## src/dmc_cfg_pkg.sv

```systemverilog
////////////////////
// Shared constants of the DMC configuration tag path
// Packet is start bit, id MSB first, data MSB first
// Ids at or above cfg_clients_lp reach no register
////////////////////
package dmc_cfg_pkg;

	// Tag network
	localparam int cfg_clients_lp    = 14;
	localparam int tag_id_width_lp   = 4;
	localparam int tag_data_width_lp = 8;
	localparam int tag_pkt_len_lp    = 1 + tag_id_width_lp + tag_data_width_lp; // 13 bits
	localparam int tag_cnt_width_lp  = $clog2(tag_pkt_len_lp + 2); // Covers packet plus guard

	// Decoder field widths
	localparam int trefi_width_lp       = 16;
	localparam int timing_width_lp      = 4;
	localparam int col_width_width_lp   = 4;
	localparam int bank_width_width_lp  = 2;
	localparam int bank_pos_width_lp    = 6;
	localparam int dqs_sel_width_lp     = 3;
	localparam int init_cycles_width_lp = 16;

	// Register indices with a special role
	localparam int cfg_trefi_lo_lp  = 0;
	localparam int cfg_trefi_hi_lp  = 1;
	localparam int cfg_init_lo_lp   = 10;
	localparam int cfg_init_hi_lp   = 11;
	localparam int cfg_sys_reset_lp = 12;
	localparam int cfg_stall_lp     = 13;

endpackage

```

## src/dmc_cfg_decode.sv

```systemverilog
////////////////////
// Packs the captured config bytes into DMC fields
// A field updates the cycle after its byte's new strobe
////////////////////
`timescale 1ns/100ps

module dmc_cfg_decode (
	input  logic dfi_clk_1x_i,
	input  logic ui_clk_sync_rst_i,
	input  logic [dmc_cfg_pkg::cfg_clients_lp-1:0][dmc_cfg_pkg::tag_data_width_lp-1:0] cfg_data_i,
	input  logic [dmc_cfg_pkg::cfg_clients_lp-1:0]                                     cfg_new_i,
	output logic [dmc_cfg_pkg::trefi_width_lp-1:0]       trefi_o,
	output logic [dmc_cfg_pkg::timing_width_lp-1:0]      tmrd_o,
	output logic [dmc_cfg_pkg::timing_width_lp-1:0]      trfc_o,
	output logic [dmc_cfg_pkg::timing_width_lp-1:0]      trc_o,
	output logic [dmc_cfg_pkg::timing_width_lp-1:0]      trp_o,
	output logic [dmc_cfg_pkg::timing_width_lp-1:0]      tras_o,
	output logic [dmc_cfg_pkg::timing_width_lp-1:0]      trrd_o,
	output logic [dmc_cfg_pkg::timing_width_lp-1:0]      trcd_o,
	output logic [dmc_cfg_pkg::timing_width_lp-1:0]      twr_o,
	output logic [dmc_cfg_pkg::timing_width_lp-1:0]      twtr_o,
	output logic [dmc_cfg_pkg::timing_width_lp-1:0]      trtp_o,
	output logic [dmc_cfg_pkg::timing_width_lp-1:0]      tcas_o,
	output logic [dmc_cfg_pkg::col_width_width_lp-1:0]   col_width_o,
	output logic [dmc_cfg_pkg::col_width_width_lp-1:0]   row_width_o,
	output logic [dmc_cfg_pkg::bank_width_width_lp-1:0]  bank_width_o,
	output logic [dmc_cfg_pkg::bank_pos_width_lp-1:0]    bank_pos_o,
	output logic [dmc_cfg_pkg::dqs_sel_width_lp-1:0]     dqs_sel_cal_o,
	output logic [dmc_cfg_pkg::init_cycles_width_lp-1:0] init_cycles_o,
	output logic                                         sys_reset_o,
	output logic                                         stall_transmission_o
);

	import dmc_cfg_pkg::*;

	always_ff @(posedge dfi_clk_1x_i) begin
		if (ui_clk_sync_rst_i) begin
			trefi_o <= '0;
			{tmrd_o, trfc_o, trc_o, trp_o, tras_o, trrd_o} <= '0;
			{trcd_o, twr_o, twtr_o, trtp_o, tcas_o, dqs_sel_cal_o} <= '0;
			{col_width_o, row_width_o, bank_width_o, bank_pos_o} <= '0;
			init_cycles_o        <= '0;
			sys_reset_o          <= 1'b0;
			stall_transmission_o <= 1'b0;
		end
		else begin
			// Multi-byte fields, one half per register
			if (cfg_new_i[cfg_trefi_lo_lp])
				trefi_o[tag_data_width_lp-1:0] <= cfg_data_i[cfg_trefi_lo_lp];
			if (cfg_new_i[cfg_trefi_hi_lp])
				trefi_o[trefi_width_lp-1:tag_data_width_lp] <= cfg_data_i[cfg_trefi_hi_lp];
			if (cfg_new_i[cfg_init_lo_lp])
				init_cycles_o[tag_data_width_lp-1:0] <= cfg_data_i[cfg_init_lo_lp];
			if (cfg_new_i[cfg_init_hi_lp])
				init_cycles_o[init_cycles_width_lp-1:tag_data_width_lp] <= cfg_data_i[cfg_init_hi_lp];

			// Nibble pairs with the low nibble first
			if (cfg_new_i[2])
				{trfc_o, tmrd_o} <= cfg_data_i[2];
			if (cfg_new_i[3])
				{trp_o, trc_o} <= cfg_data_i[3];
			if (cfg_new_i[4])
				{trrd_o, tras_o} <= cfg_data_i[4];
			if (cfg_new_i[5])
				{twr_o, trcd_o} <= cfg_data_i[5];
			if (cfg_new_i[6])
				{trtp_o, twtr_o} <= cfg_data_i[6];
			if (cfg_new_i[7]) begin
				tcas_o        <= cfg_data_i[7][3:0];
				dqs_sel_cal_o <= cfg_data_i[7][6:4]; // Bit 7 unused
			end
			if (cfg_new_i[8])
				{row_width_o, col_width_o} <= cfg_data_i[8];
			if (cfg_new_i[9])
				{bank_pos_o, bank_width_o} <= cfg_data_i[9];

			// Single-bit controls
			if (cfg_new_i[cfg_sys_reset_lp])
				sys_reset_o <= cfg_data_i[cfg_sys_reset_lp][0];
			if (cfg_new_i[cfg_stall_lp])
				stall_transmission_o <= cfg_data_i[cfg_stall_lp][0];
		end
	end

endmodule

```

## src/dmc_cfg_top.sv

```systemverilog
////////////////////
// DMC config path of tag master, clients and decoder
// Write to field output latency is 15 cycles
// Single clock domain, no PHY
////////////////////
`timescale 1ns/100ps

module dmc_cfg_top (
	input  logic                                         dfi_clk_1x_i,
	input  logic                                         ui_clk_sync_rst_i,
	input  logic                                         cfg_wr_i,
	input  logic [dmc_cfg_pkg::tag_id_width_lp-1:0]      cfg_id_i,
	input  logic [dmc_cfg_pkg::tag_data_width_lp-1:0]    cfg_data_i,
	output logic                                         busy_o,
	output logic                                         overrun_o,
	output logic [dmc_cfg_pkg::trefi_width_lp-1:0]       trefi_o,
	output logic [dmc_cfg_pkg::timing_width_lp-1:0]      tmrd_o,
	output logic [dmc_cfg_pkg::timing_width_lp-1:0]      trfc_o,
	output logic [dmc_cfg_pkg::timing_width_lp-1:0]      trc_o,
	output logic [dmc_cfg_pkg::timing_width_lp-1:0]      trp_o,
	output logic [dmc_cfg_pkg::timing_width_lp-1:0]      tras_o,
	output logic [dmc_cfg_pkg::timing_width_lp-1:0]      trrd_o,
	output logic [dmc_cfg_pkg::timing_width_lp-1:0]      trcd_o,
	output logic [dmc_cfg_pkg::timing_width_lp-1:0]      twr_o,
	output logic [dmc_cfg_pkg::timing_width_lp-1:0]      twtr_o,
	output logic [dmc_cfg_pkg::timing_width_lp-1:0]      trtp_o,
	output logic [dmc_cfg_pkg::timing_width_lp-1:0]      tcas_o,
	output logic [dmc_cfg_pkg::col_width_width_lp-1:0]   col_width_o,
	output logic [dmc_cfg_pkg::col_width_width_lp-1:0]   row_width_o,
	output logic [dmc_cfg_pkg::bank_width_width_lp-1:0]  bank_width_o,
	output logic [dmc_cfg_pkg::bank_pos_width_lp-1:0]    bank_pos_o,
	output logic [dmc_cfg_pkg::dqs_sel_width_lp-1:0]     dqs_sel_cal_o,
	output logic [dmc_cfg_pkg::init_cycles_width_lp-1:0] init_cycles_o,
	output logic                                         sys_reset_o,
	output logic                                         stall_transmission_o
);

	import dmc_cfg_pkg::*;

	logic                                                tag_line; // Shared by all clients
	logic [cfg_clients_lp-1:0][tag_data_width_lp-1:0]    cfg_data;
	logic [cfg_clients_lp-1:0]                           cfg_new;

	dmc_tag_master master0 (
		.dfi_clk_1x_i      (dfi_clk_1x_i),
		.ui_clk_sync_rst_i (ui_clk_sync_rst_i),
		.cfg_wr_i          (cfg_wr_i),
		.cfg_id_i          (cfg_id_i),
		.cfg_data_i        (cfg_data_i),
		.tag_line_o        (tag_line),
		.busy_o            (busy_o),
		.overrun_o         (overrun_o)
	);

	// One listener per config register on the shared line
	for (genvar i = 0; i < cfg_clients_lp; i++) begin : g_client
		dmc_tag_client #(
			.client_id_p (tag_id_width_lp'(i))
		) client0 (
			.dfi_clk_1x_i      (dfi_clk_1x_i),
			.ui_clk_sync_rst_i (ui_clk_sync_rst_i),
			.tag_line_i        (tag_line),
			.recv_new_r_o      (cfg_new[i]),
			.recv_data_r_o     (cfg_data[i])
		);
	end

	dmc_cfg_decode decode0 (
		.dfi_clk_1x_i         (dfi_clk_1x_i),
		.ui_clk_sync_rst_i    (ui_clk_sync_rst_i),
		.cfg_data_i           (cfg_data),
		.cfg_new_i            (cfg_new),
		.trefi_o              (trefi_o),
		.tmrd_o               (tmrd_o),
		.trfc_o               (trfc_o),
		.trc_o                (trc_o),
		.trp_o                (trp_o),
		.tras_o               (tras_o),
		.trrd_o               (trrd_o),
		.trcd_o               (trcd_o),
		.twr_o                (twr_o),
		.twtr_o               (twtr_o),
		.trtp_o               (trtp_o),
		.tcas_o               (tcas_o),
		.col_width_o          (col_width_o),
		.row_width_o          (row_width_o),
		.bank_width_o         (bank_width_o),
		.bank_pos_o           (bank_pos_o),
		.dqs_sel_cal_o        (dqs_sel_cal_o),
		.init_cycles_o        (init_cycles_o),
		.sys_reset_o          (sys_reset_o),
		.stall_transmission_o (stall_transmission_o)
	);

endmodule

```

## src/dmc_tag_client.sv

```systemverilog
////////////////////
// One tag listener capturing bytes sent to client_id_p
// Expects an idle low line between packets
////////////////////
`timescale 1ns/100ps

module dmc_tag_client #(
	parameter logic [dmc_cfg_pkg::tag_id_width_lp-1:0] client_id_p = '0
) (
	input  logic                                      dfi_clk_1x_i,
	input  logic                                      ui_clk_sync_rst_i,
	input  logic                                      tag_line_i,
	output logic                                      recv_new_r_o,
	output logic [dmc_cfg_pkg::tag_data_width_lp-1:0] recv_data_r_o
);

	import dmc_cfg_pkg::*;

	logic                        active_r;
	logic [tag_cnt_width_lp-1:0] cnt_r;
	logic [tag_pkt_len_lp-3:0]   shift_r; // All but the last bit after start
	logic [tag_pkt_len_lp-2:0]   pkt;     // Id and data
	logic                        last_bit;
	logic                        id_match;

	// Last bit is taken straight from the line
	assign pkt      = {shift_r, tag_line_i};
	assign last_bit = active_r & (cnt_r == tag_cnt_width_lp'(tag_pkt_len_lp - 2));
	assign id_match = (pkt[tag_pkt_len_lp-2 -: tag_id_width_lp] == client_id_p);

	always_ff @(posedge dfi_clk_1x_i) begin
		if (active_r) begin
			shift_r <= {shift_r[tag_pkt_len_lp-4:0], tag_line_i};
		end
	end

	always_ff @(posedge dfi_clk_1x_i) begin
		if (ui_clk_sync_rst_i) begin
			active_r      <= 1'b0;
			cnt_r         <= '0;
			recv_new_r_o  <= 1'b0;
			recv_data_r_o <= '0;
		end
		else begin
			recv_new_r_o <= 1'b0; // Single cycle pulse
			if (!active_r) begin
				if (tag_line_i) begin // Start bit
					active_r <= 1'b1;
					cnt_r    <= '0;
				end
			end
			else begin
				cnt_r <= cnt_r + 1'b1;
				if (last_bit) begin
					active_r <= 1'b0;
					if (id_match) begin
						recv_data_r_o <= pkt[tag_data_width_lp-1:0];
						recv_new_r_o  <= 1'b1;
					end
				end
			end
		end
	end

endmodule

```

## src/dmc_tag_master.sv

```systemverilog
////////////////////
// Serializes host config writes onto one tag line
// A strobe while busy_o is high is dropped since there is no queue
// Dropped strobes set overrun_o until reset
////////////////////
`timescale 1ns/100ps

module dmc_tag_master (
	input  logic                                      dfi_clk_1x_i,
	input  logic                                      ui_clk_sync_rst_i,
	input  logic                                      cfg_wr_i,
	input  logic [dmc_cfg_pkg::tag_id_width_lp-1:0]   cfg_id_i,
	input  logic [dmc_cfg_pkg::tag_data_width_lp-1:0] cfg_data_i,
	output logic                                      tag_line_o,
	output logic                                      busy_o,
	output logic                                      overrun_o
);

	import dmc_cfg_pkg::*;

	logic [tag_pkt_len_lp-1:0]   shift_r; // MSB drives the line
	logic [tag_cnt_width_lp-1:0] cnt_r;   // Cycles left incl. guard
	logic                        accept;

	assign busy_o     = (cnt_r != '0);
	assign accept     = cfg_wr_i & ~busy_o;
	assign tag_line_o = shift_r[tag_pkt_len_lp-1];

	// Packet shifter and busy counter
	always_ff @(posedge dfi_clk_1x_i) begin
		if (ui_clk_sync_rst_i) begin
			shift_r <= '0;
			cnt_r   <= '0;
		end
		else if (accept) begin
			shift_r <= {1'b1, cfg_id_i, cfg_data_i}; // Start bit goes out next cycle
			cnt_r   <= tag_cnt_width_lp'(tag_pkt_len_lp + 1);
		end
		else begin
			// Zeros shifted in behind the data keep the guard cycle low
			shift_r <= {shift_r[tag_pkt_len_lp-2:0], 1'b0};
			if (busy_o) begin
				cnt_r <= cnt_r - 1'b1;
			end
		end
	end

	// Sticky overrun
	always_ff @(posedge dfi_clk_1x_i) begin
		if (ui_clk_sync_rst_i) begin
			overrun_o <= 1'b0;
		end
		else if (cfg_wr_i && busy_o) begin
			overrun_o <= 1'b1;
		end
	end

endmodule

```

## config.mk

```make
export PLATFORM = sky130hd
export DESIGN_NAME = dmc_cfg_top
export DESIGN_NICKNAME = d
export VERILOG_FILES = /design/src/dmc_cfg_pkg.sv /design/src/dmc_cfg_decode.sv /design/src/dmc_cfg_top.sv /design/src/dmc_tag_client.sv /design/src/dmc_tag_master.sv
export SDC_FILE = /design/constraint.sdc
export NUM_CORES = 1
export LEC_CHECK = 0
export ABC_AREA = 1
export BUFFER_PORTS_ARGS = -buffer_cell sky130_fd_sc_hd__buf_2
export CORE_AREA = 2 2 183 185
export CTS_BUF_LIST = sky130_fd_sc_hd__clkbuf_8
export CTS_CLUSTER_SIZE = 25
export DETAILED_ROUTE_END_ITERATION = 8
export DIE_AREA = 0 0 185 187
export PLACE_DENSITY = 0.87
export SLEW_MARGIN = 20
export SYNTH_ARGS = -nofsm -noshare
export SYNTH_HDL_FRONTEND = slang
export SYNTH_HIERARCHICAL = 1
export SYNTH_SLANG_ARGS = --single-unit
```

## constraint.sdc

```tcl
create_clock -name dfi_clk_1x_i -period 1.67 [get_ports dfi_clk_1x_i]
set_clock_uncertainty 0.05 [all_clocks]
set_input_delay 0.2505 -clock dfi_clk_1x_i [delete_from_list [all_inputs] [get_ports dfi_clk_1x_i]]
set_output_delay 0.2505 -clock dfi_clk_1x_i [all_outputs]
set_load 0.005 [all_outputs]
```

; ---- Word level (Yosys, flattened, before mapping)
; Cells that the tools add are included.
[word_totals]
input_bits = 15
wordCells = 293
out_inout_bits = 99
ff_bits = 450
[classes]
eq_ne = 27
mux = 61
bitwise_logic = 45
n_addsub = 15
reduce_logical = 48
[ops]
columns = cell, count
row1 = "4-bit equality test, second input constant", 20
row2 = 4-bit two-way mux, 17
row3 = "4-bit by 1-bit adder with 4-bit output, second input constant", 14
row4 = 1-bit two-way mux, 43
row5 = 3-bit AND reduction, 14
row6 = 3-bit OR reduction, 14
row7 = 1-bit inverter, 30
row8 = 2-bit nonzero test, 15
row9 = "4-bit by 3-bit equality test with 1-bit output, second input constant", 4
row10 = 1-bit AND, 15
row11 = 13-bit two-way mux, 1
row12 = "4-bit by 2-bit equality test with 1-bit output, second input constant", 2
row13 = "4-bit by 1-bit equality test with 1-bit output, second input constant", 1
row14 = 4-bit zero test, 1
row15 = 4-bit nonzero test, 1
row16 = 2-bit OR reduction, 2
row17 = "4-bit by 1-bit subtractor with 4-bit output, second input constant", 1
row18 = 1-bit logical AND, 1

; ---- Logic depth before layout (Yosys ltp)
[logic_depth]
word_depth = 5
ltp_mapped = 8
mapped_depth_nobuf = 8

; ---- Modules after synthesis
; Netlist, hierarchy kept.
[modules_own_cells]
columns = module, seq_area_each_um2, area_each_um2, cells_each, n_inst
row1 = dmc_tag_client (g_client[10].client0 ...), 610.6, 974.7, 104, 6
row2 = dmc_cfg_decode, 1941.9, 4033.9, 616, 1
row3 = dmc_tag_client (g_client[1].client0 ...), 610.6, 960.9, 100, 4
row4 = dmc_tag_client (g_client[13].client0 ...), 610.6, 950.9, 98, 2
row5 = dmc_tag_client (g_client[0].client0), 610.6, 967.2, 103, 1
row6 = dmc_tag_client (g_client[11].client0), 610.6, 953.4, 98, 1
row7 = dmc_tag_master, 360.3, 752.0, 95, 1

; ---- Worst setup path after synthesis
; OpenSTA, ideal clock, no wires.
[synth_path]
kind = register to register
startpoint = reg master0.shift_r[12]
endpoint = reg g_client[9].client0.cnt_r[3]
path_stages_with_launch = 6
required_ps = 1504
arrival_time_ps = 1484
path_buffers = 0
slack_ps = 21
synth_period_minus_slack_ps = 1649
cell_sequence = dfxtp_1 > inv_1 > nor2_1 > nor2_1 > o21ai_0 > nor2_1
[synth_between]
elab_chain_len = 1
[synth_rtl]
columns = element, line_no
row1 = from (decl), dmc_tag_master.sv:21  ; logic [tag_pkt_len_lp-1:0] shift_r;
row2 = from (signal assigned), dmc_tag_master.sv:36  ; shift_r <= {1'b1, cfg_id_i, cfg_data_i};
row3 = from (signal assigned), dmc_tag_master.sv:41  ; shift_r <= {shift_r[tag_pkt_len_lp-2:0], 1'b0};
row4 = 2-bit nonzero test (no line), -
row5 = to (signal assigned), dmc_tag_client.sv:53  ; cnt_r <= cnt_r + 1'b1;
row6 = to (decl), dmc_tag_client.sv:20  ; logic [tag_cnt_width_lp-1:0] cnt_r;
; No other way between the ends.
; A chain may end at the register's enable or synchronous reset.

; ---- Final worst setup path
[layout_path]
startpoint = reg master0.cnt_r[0]
endpoint = out busy_o
[layout_between]
elab_chain_len = 1
[layout_rtl]
columns = element, line_no
row1 = from (decl), dmc_tag_master.sv:22  ; logic [tag_cnt_width_lp-1:0] cnt_r;
row2 = from (signal assigned), dmc_tag_master.sv:37  ; cnt_r <= tag_cnt_width_lp'(tag_pkt_len_lp + 1);
row3 = from (signal assigned), dmc_tag_master.sv:43  ; cnt_r <= cnt_r - 1'b1;
row4 = 4-bit nonzero test, dmc_tag_master.sv:25  ; assign busy_o = (cnt_r != '0);
row5 = to (decl), dmc_cfg_top.sv:14  ; output logic busy_o,
; No other way between the ends.

==> flow_metrics.py <==
metrics = {
    "global_routing": {
        "grtUsageTotal_pct": 19.42,
        "grt_pass1_wl_um": 56500,
        "antenna_found_initial": 0,
        "grt_max_degree": 98,
        "first_global_vias": 12790,
        "grt_overflow_total": 0,
    },
    "worst_hold_path": {
        "hp-start": "g_client[13].client0/shift_r[5]",
        "hold_path_depth": 0,
        "hold_end": "g_client[13].client0/shift_r[6]",
        "worstHoldPathType": "flip-flop to flip-flop",
    },
    "clock_network": {
        "cts-root-buf": "clkbuf_8",
        "cts_buffer_depth": 3,
        "clk_pin_slew_ps": 60,
        "clock_latency_ps": 580,
        "h-tree-depth": 3,
        "cts_sinks": 450,
        "cts_buffers": 73,
        "cts_tree": "built",
    },
    "routing": {
        "vias_per_cell": 4.811,
        "routed_wl_um": 32900,
        "vias": 13170,
        "drtIter0Drc": 711,
        "wl_per_cell_um": 12.02,
        "drc_errors": 0,
        "antenna_left": 0,
        "dr.pass1.iters": 5,
    },
    "critical_path": {
        "criticalPathCategory": "flip-flop to output port",
        "worstReg2RegEnd": "g_client[8].client0/recv_data_r_o[1]",
        "crit_slowest_cell": "dfxtp_1",
        "crit_chain": "inv_2, ha_4, inv_2, nor2_4, nand2_2, buf_2",
        "critPathMaxStageDelay_ps": 310,
        "reg2reg_slack_ps": 200,
        "critical_path_buf_inv_count": 3,
        "r2r_cells": 6,
        "cp_top_family": "flip-flops",
        "required_ps": 1370,
        "crit_path_start_kind": "flip-flop",
        "rr_startpoint": "g_client[8].client0/cnt_r[0]",
        "cp-end-kind": "output port",
        "cp.arrival_ps": 1420,
        "critPathMaxFanout": 2,
        "crit_top_cell": "inv_2",
    },
    "placement": {
        "place_area_um2": 18690,
        "port_buffers": 113,
        "globalplace.congestion": 0.7765,
        "dp_hpwl_um": 20960,
    },
    "finish": {
        "fin_area_um2": 20300,
        "multiInputGateArea_um2": 5645,
        "fin_nets": 2262,
        "antenna-diode-count": 0,
        "post_route_cells_drive_above_1_share_pct": 14.80,
        "register_area_um2": 10550,
        "syn_to_final_growth_pct": 14.75,
        "fillers": 2673,
    },
    "pwr": {
        "p_leak_nw": 8.608,
        "max-vdd-ir-drop_uv": 916.3,
        "power.density_nw_per_um2": 1210,
    },
    "logic_synthesis": {
        "syn_area_per_cell_um2": 8.663,
        "yosysWarnings": 6,
        "syn_inst": 2042,
        "syn_nets": 2072,
        "syn_area_um2": 17690,
    },
    "status": {
        "status": "complete, but fails checks",
        "violations": "setup timing",
    },
    "floorplanning": {
        "num_io_pins": 114,
        "row_count": 67,
        "die_h_um": 187,
        "start_util_pct": 53.83,
        "core_area_um2": 32860,
        "die_area_um2": 34600,
        "die_w_um": 185,
    },
    "timing": {
        "relSlewSlack_pct": 59.02,
        "layout_setup_ws_ps": -52.47,
        "post-route-min-period_ps": 1722,
        "slew_viol_final": 0,
        "fmax_mhz": 580.6,
        "finalSetupTns_ps": -52.47,
        "fin_crit_sh_pct": 103.1,
        "worst_pin_slew_ps": 613.8,
        "hold_slack_ps": 367.4,
        "finalHoldViolCount": 0,
        "rsz0062_at_grt": "yes",
        "setup_viol": 1,
    },
    "job": {
        "max_cap_violations": 0,
    },
}
==> layer usage <==
| layer | routed length, um | track usage, % | vias to the layer above | part of all wire (%) |
|---|---|---|---|---|
| met1 | 14330 | 23.35 | 6081 | 44 |
| met2 | 16210 | 33.79 | 284 | 49 |
| met5 | 0 | 0 | - | 0 |
| met3 | 1586 | 4.245 | 77 | 4.8 |
| met4 | 774 | 7.601 | 0 | 2.4 |
| li1 | - | - | 6731 | - |
==> through the flow <==
stage	worst slack (ps)	util, %	power, W	instances
3_3_place_gp	228.5	56.89	0.01540	2583
2_1_floorplan	20.56	-	0.01479	2042
5_1_grt	-123.6	61.77	0.02574	2738
4_1_cts	-113.8	61.68	0.02472	2734
3_5_place_dp	208.3	56.89	0.01558	2583
6_report	-52.47	61.77	0.02456	2738
==> timing repair <==
action                     CTS  global route
hold endpoints to repair    14             0
hold buffers                14             0
pin swaps                    3             3
setup endpoints to repair    1             1
resized for setup            6             0
buffers inserted             4             4
==> worst max path at each step <==
stage,start,to,slack [ps],cells after the start
5_1_grt,master0/cnt_r[0],busy_o,-120,6
6_report,master0/cnt_r[0],busy_o,-50,6
4_1_cts,master0/cnt_r[1],busy_o,-110,6
3_3_place_gp,ui_clk_sync_rst_i,g_client[11].client0/cnt_r[2],230,5
3_5_place_dp,ui_clk_sync_rst_i,g_client[11].client0/cnt_r[2],210,5
2_1_floorplan,master0/shift_r[12],g_client[9].client0/cnt_r[3],20,5
==> where the power goes <==
part | internal, W | leakage [nW] | total (W) | switching (W)
clock network | 0.00477 | 0.846 | 0.00892 | 0.00414
registers | 0.0125 | 3.80 | 0.0130 | 0.000524
logic | 0.000922 | 3.96 | 0.00263 | 0.00171
total | 0.0182 | 8.61 | 0.0246 | 0.00638
==> worst reg2reg max path, delay by kind of cell, from the launching register on <==
kind | cells | cell delay [ps]
AND/OR/NAND/NOR | 5 | 760
flip-flops | 1 | 370
adder cells (fa/ha/maj) | 1 | 190
==> cell usage in the layout (no fill, tap or decap), types with 2 or more instances in the layout <==
| master | instances |
|---|---|
| nor3_1 | 21 |
| a21oi_1 | 96 |
| dfxtp_1 | 294 |
| clkinv_1 | 20 |
| nand3_1 | 110 |
| ha_1 | 14 |
| nand2_1 | 457 |
| nand4_1 | 11 |
| nor3b_1 | 6 |
| nor2_1 | 435 |
| clkinv_2 | 8 |
| clkbuf_8 | 85 |
| buf_2 | 113 |
| nor2_2 | 23 |
| buf_12 | 5 |
| nand2_2 | 26 |
| nand4_2 | 2 |
| o21ai_0 | 12 |
| dfxtp_2 | 2 |
| o211ai_1 | 8 |
| dlygate4sd3_1 | 14 |
| inv_2 | 6 |
| nor2_8 | 6 |
| buf_4 | 35 |
| edfxtp_1 | 154 |
| inv_1 | 298 |
| nand2_4 | 6 |
| nor2_4 | 18 |
==> registers in the layout, summed over array words and instances (netlist names), 6 cells and up <==
name and flops:
decode0/bank_pos_o 6, g_client.client0/shift_r 154, decode0/trefi_o 16, g_client.client0/recv_data_r_o 97, g_client.client0/recv_new_r_o 14, master0/shift_r 13, g_client.client0/cnt_r 56, g_client.client0/active_r 14
decode0/init_cycles_o 16
==> final cells by class <==
type | instances | area share [%]
Clock buffer | 85 | 5.763
Clock inverter | 48 | 1.066
Inverter | 287 | 5.350
Multi-Input combinational cell | 1253 | 27.81
Sequential cell | 450 | 51.98
Tap cell | 448 | 2.761
Timing Repair Buffer | 167 | 5.264
No activity file was read; power rests on OpenSTA's default activity.
